[config.mk]
export PLATFORM = sky130hd
export DESIGN_NAME = video_stream_top
export DESIGN_NICKNAME = d
export VERILOG_FILES = /design/src/hdl/video_stream_pkg.sv /design/src/hdl/video_stream_top.sv /design/src/hdl/stream_fifo.sv /design/src/hdl/video_to_axis.sv /design/src/hdl/video_timing_gen.sv
export SDC_FILE = /design/constraint.sdc
export NUM_CORES = 1
export LEC_CHECK = 0
export ABC_AREA = 1
export BUFFER_PORTS_ARGS = -buffer_cell sky130_fd_sc_hd__buf_2
export CELL_PAD_IN_SITES_DETAIL_PLACEMENT = 1
export CELL_PAD_IN_SITES_GLOBAL_PLACEMENT = 1
export CORE_ASPECT_RATIO = 1.5
export CORE_MARGIN = 2
export CORE_UTILIZATION = 35
export DETAILED_ROUTE_END_ITERATION = 8
export PLACE_DENSITY = 0.64
export SKIP_LAST_GASP = 1
export SYNTH_ARGS = -nofsm -noshare
export SYNTH_HDL_FRONTEND = slang
export SYNTH_SLANG_ARGS = --single-unit
export TNS_END_PERCENT = 1
[constraint.sdc]
create_clock -name clock -period 2.15 [get_ports clock]
set_input_delay 0.3225 -clock clock [delete_from_list [all_inputs] [get_ports clock]]
set_output_delay 0.3225 -clock clock [all_outputs]
set_load 0.005 [all_outputs]
[src/hdl/video_stream_pkg.sv]
`default_nettype none

package video_stream_pkg;

    // Raster geometry, blanking included in the totals.
    localparam int h_active = 16;  // Pixels per active line.
    localparam int h_blank  = 4;   // Blanking pixels at the start of a line.
    localparam int v_active = 6;   // Active lines per frame.
    localparam int v_blank  = 2;   // Blanking lines at the start of a frame.

    localparam int h_total = h_active + h_blank;
    localparam int v_total = v_active + v_blank;

    localparam int h_cnt_w = $clog2(h_total);
    localparam int v_cnt_w = $clog2(v_total);

    // Pixel layout, line in the upper half and column in the lower half.
    localparam int pixel_w = 16;
    localparam int coord_w = pixel_w / 2;

    // Beats in a full frame packet.
    localparam int frame_beats = h_active * v_active;
    localparam int beat_cnt_w  = $clog2(frame_beats);

    // Output buffering.
    localparam int fifo_depth = 32;
    localparam int fifo_ptr_w = $clog2(fifo_depth);
    localparam int fifo_cnt_w = fifo_ptr_w + 1;  // Must hold fifo_depth itself.

    typedef logic [pixel_w-1:0] pixel_t;

    // One raster sample as seen on the native video side.
    typedef struct packed {
        logic   vs;
        logic   hs;
        logic   de;
        pixel_t data;
    } video_native_t;

    // One word of the packetized stream.
    typedef struct packed {
        pixel_t data;
        logic   last;
    } stream_beat_t;

endpackage

`default_nettype wire
[src/hdl/video_stream_top.sv]
`timescale 1ns/1ps
`default_nettype none

module video_stream_top #(
    parameter string mode = "LINE"  // Packet boundary, per line or per frame.
) (
    input  logic                          clock,
    input  logic                          rst_n,
    input  logic                          enable,
    output video_stream_pkg::stream_beat_t out_beat,
    output logic                          out_valid,
    input  logic                          out_ready,
    output logic                          overflow
);
    import video_stream_pkg::*;

    video_native_t video;       // Free-running raster, no handshake.
    stream_beat_t  beat;
    logic          beat_valid;

    // Input side, timing and test pattern.
    video_timing_gen i_video_timing_gen (
        .clock  (clock),
        .rst_n  (rst_n),
        .enable (enable),
        .video  (video)
    );

    video_to_axis #(
        .mode (mode)
    ) i_video_to_axis (
        .clock      (clock),
        .rst_n      (rst_n),
        .video      (video),
        .beat       (beat),
        .beat_valid (beat_valid)
    );

    // Output side absorbs sink stalls.
    stream_fifo i_stream_fifo (
        .clock     (clock),
        .rst_n     (rst_n),
        .in_beat   (beat),
        .in_valid  (beat_valid),
        .out_beat  (out_beat),
        .out_valid (out_valid),
        .out_ready (out_ready),
        .overflow  (overflow)
    );

endmodule

`default_nettype wire

[src/hdl/stream_fifo.sv]
`timescale 1ns/1ps
`default_nettype none

module stream_fifo (
    input  logic                          clock,
    input  logic                          rst_n,
    input  video_stream_pkg::stream_beat_t in_beat,
    input  logic                          in_valid,
    output video_stream_pkg::stream_beat_t out_beat,
    output logic                          out_valid,
    input  logic                          out_ready,
    output logic                          overflow
);
    import video_stream_pkg::*;

    stream_beat_t          mem [fifo_depth];
    logic [fifo_ptr_w-1:0] wr_ptr;
    logic [fifo_ptr_w-1:0] rd_ptr;
    logic [fifo_cnt_w-1:0] count;
    logic                  full;
    logic                  wr_en;
    logic                  rd_en;

    // Pointer advance with explicit wrap for any depth.
    function automatic logic [fifo_ptr_w-1:0] ptr_next(input logic [fifo_ptr_w-1:0] ptr);
        if (ptr == fifo_ptr_w'(fifo_depth - 1)) begin
            return '0;
        end
        return ptr + 1'b1;
    endfunction

    assign full      = (count == fifo_cnt_w'(fifo_depth));
    assign out_valid = (count != '0);
    assign out_beat  = mem[rd_ptr];  // Head of queue, held until popped.
    assign rd_en     = out_valid && out_ready;
    assign wr_en     = in_valid && (!full || rd_en);  // A pop frees the slot.

    always_ff @(posedge clock) begin
        if (wr_en) begin
            mem[wr_ptr] <= in_beat;
        end
    end

    always_ff @(posedge clock or negedge rst_n) begin
        if (!rst_n) begin
            wr_ptr <= '0;
            rd_ptr <= '0;
        end else begin
            if (wr_en) begin
                wr_ptr <= ptr_next(wr_ptr);
            end
            if (rd_en) begin
                rd_ptr <= ptr_next(rd_ptr);
            end
        end
    end

    // Occupancy.
    always_ff @(posedge clock or negedge rst_n) begin
        if (!rst_n) begin
            count <= '0;
        end else begin
            case ({wr_en, rd_en})
                2'b10:   count <= count + 1'b1;
                2'b01:   count <= count - 1'b1;
                default: count <= count;
            endcase
        end
    end

    // Sticky until reset, a dropped beat is never recovered.
    always_ff @(posedge clock or negedge rst_n) begin
        if (!rst_n) begin
            overflow <= 1'b0;
        end else if (in_valid && !wr_en) begin
            overflow <= 1'b1;
        end
    end

endmodule

`default_nettype wire

[src/hdl/video_to_axis.sv]
`timescale 1ns/1ps
`default_nettype none

module video_to_axis #(
    parameter string mode = "LINE"  // "LINE" or "FRAME", anything else acts as LINE.
) (
    input  logic                           clock,
    input  logic                           rst_n,
    input  video_stream_pkg::video_native_t video,
    output video_stream_pkg::stream_beat_t  beat,
    output logic                           beat_valid
);
    import video_stream_pkg::*;

    localparam bit is_frame  = (mode == "FRAME");
    localparam int burst_len = is_frame ? frame_beats : h_active;
    localparam logic [beat_cnt_w-1:0] last_idx = beat_cnt_w'(burst_len - 1);

    logic                  hs_q;
    logic                  vs_q;
    logic                  hs_rise;
    logic                  hs_fall;
    logic                  vs_rise;
    logic                  vs_fall;
    logic [v_cnt_w-1:0]    line_cnt;
    logic                  pkt_open;
    logic                  pkt_start;
    logic                  pkt_end;
    logic [beat_cnt_w-1:0] beat_cnt;

    // Sync edge detection.
    always_ff @(posedge clock or negedge rst_n) begin
        if (!rst_n) begin
            hs_q <= 1'b0;
            vs_q <= 1'b0;
        end else begin
            hs_q <= video.hs;
            vs_q <= video.vs;
        end
    end

    assign hs_rise = video.hs && !hs_q;
    assign hs_fall = !video.hs && hs_q;
    assign vs_rise = video.vs && !vs_q;
    assign vs_fall = !video.vs && vs_q;

    // Raster line index. The vs line is line 0, active lines follow the blanking.
    always_ff @(posedge clock or negedge rst_n) begin
        if (!rst_n) begin
            line_cnt <= '0;
        end else if (vs_rise) begin
            line_cnt <= '0;
        end else if (hs_rise) begin
            line_cnt <= line_cnt + 1'b1;
        end
    end

    assign pkt_start = is_frame ? vs_fall : (hs_fall && (line_cnt >= v_cnt_w'(v_blank)));
    assign pkt_end   = pkt_open && video.de && (beat_cnt == last_idx);

    // Packet window and beat position inside it.
    always_ff @(posedge clock or negedge rst_n) begin
        if (!rst_n) begin
            pkt_open <= 1'b0;
            beat_cnt <= '0;
        end else if (pkt_end) begin
            pkt_open <= 1'b0;
            beat_cnt <= '0;
        end else begin
            if (pkt_start) begin
                pkt_open <= 1'b1;
            end
            if (pkt_open && video.de) begin
                beat_cnt <= beat_cnt + 1'b1;
            end
        end
    end

    always_ff @(posedge clock or negedge rst_n) begin
        if (!rst_n) begin
            beat_valid <= 1'b0;
        end else begin
            beat_valid <= pkt_open && video.de;  // One clock behind de.
        end
    end

    // Beat payload.
    always_ff @(posedge clock) begin
        if (video.de) begin
            beat.data <= video.data;
        end
        beat.last <= pkt_end;
    end

endmodule

`default_nettype wire

[src/hdl/video_timing_gen.sv]
`timescale 1ns/1ps
`default_nettype none

module video_timing_gen (
    input  logic                          clock,
    input  logic                          rst_n,
    input  logic                          enable,
    output video_stream_pkg::video_native_t video
);
    import video_stream_pkg::*;

    logic               running;
    logic [h_cnt_w-1:0] h_cnt;
    logic [v_cnt_w-1:0] v_cnt;
    logic               line_end;
    logic               frame_end;
    logic               h_act;
    logic               v_act;
    logic [coord_w-1:0] row;
    logic [coord_w-1:0] col;
    video_native_t      sample;

    assign line_end  = (h_cnt == h_cnt_w'(h_total - 1));
    assign frame_end = line_end && (v_cnt == v_cnt_w'(v_total - 1));

    // Run control. Starts on a frame boundary and always finishes the frame.
    always_ff @(posedge clock or negedge rst_n) begin
        if (!rst_n) begin
            running <= 1'b0;
        end else if (!running) begin
            running <= enable;
        end else if (frame_end && !enable) begin
            running <= 1'b0;
        end
    end

    // Raster counters, idle at zero so the next start is at line 0.
    always_ff @(posedge clock or negedge rst_n) begin
        if (!rst_n) begin
            h_cnt <= '0;
            v_cnt <= '0;
        end else if (running) begin
            if (line_end) begin
                h_cnt <= '0;
                if (frame_end) begin
                    v_cnt <= '0;
                end else begin
                    v_cnt <= v_cnt + 1'b1;
                end
            end else begin
                h_cnt <= h_cnt + 1'b1;
            end
        end
    end

    // Blanking comes first in both directions.
    assign h_act = (h_cnt >= h_cnt_w'(h_blank));
    assign v_act = (v_cnt >= v_cnt_w'(v_blank));

    // Pattern coordinates, only meaningful inside the active area.
    assign row = coord_w'(v_cnt - v_cnt_w'(v_blank));
    assign col = coord_w'(h_cnt - h_cnt_w'(h_blank));

    always_comb begin
        sample.vs = running && (v_cnt == '0);  // Whole first blanking line.
        sample.hs = running && (h_cnt == '0);  // First blanking pixel.
        sample.de = running && h_act && v_act;
        if (sample.de) begin
            sample.data = {row, col};
        end else begin
            sample.data = '0;
        end
    end

    // Registered outputs.
    always_ff @(posedge clock or negedge rst_n) begin
        if (!rst_n) begin
            video <= '0;
        end else begin
            video <= sample;
        end
    end

endmodule

`default_nettype wire

# == After elaboration in Yosys (flattened, before gate mapping) ==
# Memory sizes are Yosys's and may differ from the RTL's.
# Cells that the tools add are included.
# word_totals
reg_bits,76
latch_bits,0
ramBits,544
mem_bits_ro,0
in_bits,4
wordCells,93
n_memories,1
# op_classes
addsub,10
n_mul,0
n_div,0
n_lt_le_gt_ge,3
n_eq_ne,8
n_shift,0
muxes,22
bitwise,0
n_reduce_logical,30
# memory_table
name,depth,width,read_ports,rd_ports_with_merged_regs,wr,line_no,text
i_stream_fifo.mem,32,17,1,0,1,stream_fifo.sv:16,stream_beat_t mem [fifo_depth];
# op_table
cell,count
2-to-1 mux 5 bit,5
2-to-1 mux 16 bit,1
adder 5 x 1 -> 5 bit (second input constant),3
equality test 5 bit (second input constant),3
logical AND 1 bit,15
2-to-1 mux 7 bit,2
case mux 6 bit (2 select lines),1
2-to-1 mux 1 bit,10
2-to-1 mux 3 bit,3
nonzero test 2 bit,4
adder 7 x 1 -> 7 bit (second input constant),1
equality test 7 x 4 -> 1 bit (second input constant),1
adder 3 x 1 -> 3 bit (second input constant),2
adder 6 x 1 -> 6 bit (second input constant),1
equality test 6 bit (second input constant),1
>= comparator 3 x 2 -> 1 bit (second input constant),2
zero test 1 bit,6
nonzero test 6 bit,1
subtractor 5 x 3 -> 6 bit (second input constant),1
subtractor 6 x 1 -> 6 bit (second input constant),1
>= comparator 5 x 3 -> 1 bit (second input constant),1
zero test 5 bit,1
subtractor 3 x 2 -> 4 bit (second input constant),1
equality test 3 bit (second input constant),1
5 further kinds,5

# == Logic depth before layout (Yosys ltp) ==
# depth
depth_word,6
ltp_mapped,14
depth_no_buf,14

# == Cells and area by module ==
# A second synthesis with hierarchy kept.
# hier_totals
cells_unflattened,2482
area_unflattened_um2,26296.5
# modules_own_cells
module,instances,cells_each,area_per_inst_um2
stream_fifo,1,2264,24011.8
video_to_axis,1,105,1194.9
video_timing_gen,1,113,1089.8

# == Worst setup path before layout ==
# Ideal clock, no wire load.
# synth_timing
kind,reg2reg
start,register i_stream_fifo.count[0]
end,register i_stream_fifo.count[5]
setup_ns,0.117
arrival_ns,1.794
required_ns,2.033
slack_ns,0.240
stages_incl_launch_ff,15
synth_period_minus_slack_ns,1.910
cell_sequence,dfrtp_1 -> nor2_1 -> nand3_2 -> nand2_2 -> nor2_1 -> ha_1 -> nand2_1 -> nand2_1 -> nand2_1 -> and2_0 -> nand2_1 -> nand3_1 -> nand2_1 -> nand2_1 -> nand2_1
# synth_between
elab_chain_len,6
# synth_lines
element,line_no,text
"start, declared",stream_fifo.sv:19,logic [fifo_cnt_w-1:0] count;
"start signal, assigned",stream_fifo.sv:64,2'b10: count <= count + 1'b1;
"start signal, assigned",stream_fifo.sv:65,2'b01: count <= count - 1'b1;
"start signal, assigned",stream_fifo.sv:66,default: count <= count;
nonzero test 6 bit *,stream_fifo.sv:33,assign out_valid = (count != '0);
named net out_valid,video_stream_top.sv:11,"output logic out_valid,"
logical AND 1 bit *,stream_fifo.sv:35,assign rd_en = out_valid && out_ready;
logical OR 1 bit,stream_fifo.sv:36,assign wr_en = in_valid && (!full || rd_en);
logical AND 1 bit,stream_fifo.sv:36,
equality test 2 x 1 -> 1 bit or equality test 2 bit (tied branches),stream_fifo.sv:63,"case ({wr_en, rd_en})"
case mux 6 bit (2 select lines) or nonzero test 2 bit (tied branches),--,
# The timed path passes the listed nets; every way through them passes the cells marked *.
# A chain may end at the register's enable or synchronous reset.

==> run summary <==
Status -> finished with violations
Failing checks -> setup timing
Startpoint Class -> flip-flop
Initial detailed-routing violation count -> 676
Slew Limit Fails -> 0
Clock Skews -> 0.0164 ns
LEAKAGE -> 9.76 nW
Mapped Cells -> 1,841
Worst Hold Class -> in -> async
Synth Register Bits -> 416
Worst VDD drop -> 652 µV
# clock sinks -> 416
Avg WL per Cell -> 19.2 µm
Die width -> 192 µm
RePlAce Congestion -> 0.783
Worst R2R Setup Slack -> -0.14 ns
Setup-failing EPs final -> 51
Longest Clk Path Bufs -> 3
Crit Path Max Fanout -> 7
Num CTS Buffers -> 43
Synthesized area per cell -> 10.0 µm²
Ys Warns -> 0
Initial antenna violation count -> 0
Fin Setup TNS -> -11.49 ns
Post-layout worst setup margin -> -0.543 ns
Die area -> 0.0547 mm²
Register area share after synthesis -> 66.0%
Area of the core -> 0.0525 mm²
Placed inst area -> 0.0201 mm²
Max-cap violations -> 0
Worst slack at placement -> -0.231 ns
Layout area overhead -> 19.7%
Routed vias/inst -> 4.82
Synth unique cells -> 36
HPWL Detailed -> 32,100 µm
Drt first pass iters -> 5
Max_slew headroom -> 16.0%
Setup repair after global routing missed its margin -> yes
Pwr Total -> 26.8 mW
CP arrival -> 2.37 ns
Leading area contributor after synthesis -> edfxtp_1
Pwr/cell area -> 1210 mW/mm²
Vias in the first global route -> 14,100
Antenna cell count -> 0
Crit path time final -> 2.69 ns
Fmax -> 0.371 GHz
First-pass GRT wire length -> 79,300 µm
Fin crit share -> 125%
Number of remaining DRC errors -> 0
GRT Util Overall -> 19.2%
Setup crit end kind -> output pin
Mapped Area -> 0.0185 mm²
CTS tree -> done
Critical path class -> reg -> out
Clk root buf -> clkbuf_16
Worst-skew pair later-pin latency -> 0.55 ns
Io pins -> 23
Layout cells sized above 1 -> 15.5%
Hold Vio Cnt, Final -> 0
FF-to-FF path depth -> 6
Die Ht -> 286 µm
Final Instance Count excl. Fillers -> 2,668
Critical R2R Capture -> i_stream_fifo.mem[7][11]
Reg-to-reg critical path startpoint -> i_stream_fifo.count[3]
Share of Yosys cell area claimed by the top area cell type -> 58.8%
Effective utilization at floorplan -> 35.3%
Placement Rows -> 103
Nets@finish -> 1,984
# H-tree levels -> 2
Hold WS -> 0.333 ns
Post-Route WL -> 51,200 µm
Final ANT Viol Nets -> 0
Design Area, Final -> 0.0221 mm²
Critical path required time -> 1.83 ns
Largest net degree at the start of global routing -> 80
Ranking of synthesized cells by area -> edfxtp_1, nand2_1, dfrtp_1
Clk slew on worst S/H paths -> 0.07 ns
Worst Tran Pin Value -> 1.26 ns
Post-synth net total -> 1,871
Gr ovfl total -> 0
PortBufs -> 22
Via count -> 12,900
Finished Core Util -> 42.2%
Inst Count DP -> 2,578
## critical path, stage by stage, from the launching register on
cell and delay [ns]:
dfrtp_4 0.56, buf_12 0.19, buf_4 0.14, or2_2 0.30, nand3_2 0.06, nand2_1 0.05
nand2_1 0.07, nand3_2 0.09, nand3_4 0.13, nand2_4 0.10, buf_6 0.13
## state kept, by name (all words and copies together) (netlist names)
register,cells
i_video_to_axis.beat,11
i_stream_fifo.mem,352
i_video_to_axis.hs_q,1
i_video_to_axis.pkt_open,1
i_stream_fifo.rd_ptr,5
i_video_timing_gen.h_cnt,5
i_video_to_axis.line_cnt,3
i_stream_fifo.count,6
i_video_timing_gen.video,13
i_video_timing_gen.running,1
i_stream_fifo.overflow,1
i_video_to_axis.beat_valid,1
i_video_to_axis.vs_q,1
i_stream_fifo.wr_ptr,5
i_video_to_axis.beat_cnt,7
i_video_timing_gen.v_cnt,3
## logic make-up after synthesis
family	synth area share (%)
AOI/OAI and AO/OA	1.41
xor gates and xnor gates	0.331
adders and majority gates	1.80
buffers and inverters	8.79
DFF	66.0
and+or+nand+nor	21.6
## layout by cell type, fill, tap and decap left out, types with 25 or more instances in the layout
| cell type | synthesis | layout |
|---|---|---|
| buf_4 | 17 | 94 |
| nand2_1 | 582 | 569 |
| dfrtp_1 | 53 | 51 |
| nand3_1 | 241 | 199 |
| edfxtp_1 | 362 | 362 |
| or2_2 | 31 | 26 |
| ha_1 | 25 | 25 |
| inv_1 | 307 | 307 |
| clkbuf_16 | 0 | 46 |
| nand3_2 | 1 | 40 |
| o21ai_0 | 31 | 27 |
| nor2_1 | 74 | 74 |
## what timing repair did
action / 4_1_cts / 5_1_grt
hold endpoints to repair: 21 / 0
cloned: 7 / 1
endpoints found under the setup margin: 71 / 97
gates resized for setup: 84 / 5
hold buffers: 2 / 0
pin swaps: 30 / 9
setup buffers: 3 / 0
## per-layer routing
layer / global-route usage, % / vias up / part of all wire, %
met1: 22.0 / 6455 / 40
met4: 7.81 / 0 / 4.1
met5: 0 / - / 0
met2: 35.8 / 184 / 53
met3: 2.34 / 101 / 2.9
li1: - / 6110 / -
## Yosys cell counts
| cell | number |
|---|---|
| a21o_1 | 3 |
| a21oi_1 | 10 |
| a22oi_1 | 1 |
| a31oi_1 | 2 |
| and2_0 | 1 |
| and2_1 | 1 |
| and3_1 | 1 |
| buf_1 | 9 |
| buf_2 | 36 |
| buf_4 | 17 |
| buf_6 | 5 |
| clkbuf_1 | 16 |
| dfrtp_1 | 53 |
| dfxtp_1 | 1 |
| edfxtp_1 | 362 |
| fa_1 | 1 |
| ha_1 | 25 |
| inv_1 | 307 |
| inv_2 | 4 |
| nand2_1 | 582 |
| nand2_2 | 4 |
| nand3_1 | 241 |
| nand3_2 | 1 |
| nand4_1 | 3 |
| nor2_1 | 74 |
| nor2_4 | 1 |
| nor3_1 | 4 |
| nor3b_1 | 2 |
| nor4_1 | 1 |
| o211ai_1 | 1 |
| o21ai_0 | 31 |
| o21ai_1 | 1 |
| or2_0 | 2 |
| or2_2 | 31 |
| xnor2_1 | 4 |
| xor2_1 | 3 |
## how the worst max path moves through the flow
stage | start | to | depth (start not counted)
after global routing | i_stream_fifo.rd_ptr[0] | out_beat[6] | 11
after CTS | i_stream_fifo.rd_ptr[0] | out_beat[6] | 11
after detailed placement | out_ready | i_stream_fifo.mem[7][11] | 7
after floorplan | i_stream_fifo.count[0] | i_stream_fifo.count[5] | 14
after global placement | out_ready | i_stream_fifo.mem[7][8] | 7
final | i_stream_fifo.rd_ptr[0] | out_beat[15] | 10
## cell type report
| class | count | area (µm²) |
|---|---|---|
| multi-input combinational | 1031 | 4950 |
| sequential | 416 | 12200 |
| clock inverter | 17 | 155 |
| inverter | 311 | 1170 |
| timing repair buffer | 151 | 1570 |
| fill | 5816 | 30300 |
| tap | 682 | 853 |
| clock buffer | 60 | 1220 |
## power breakdown
group          switching, mW  internal [mW]
logic                   6.08           3.49
registers              0.248           9.60
clock network           3.07           4.31
total                   9.40           17.4
(Power assumes the default switching activity.)
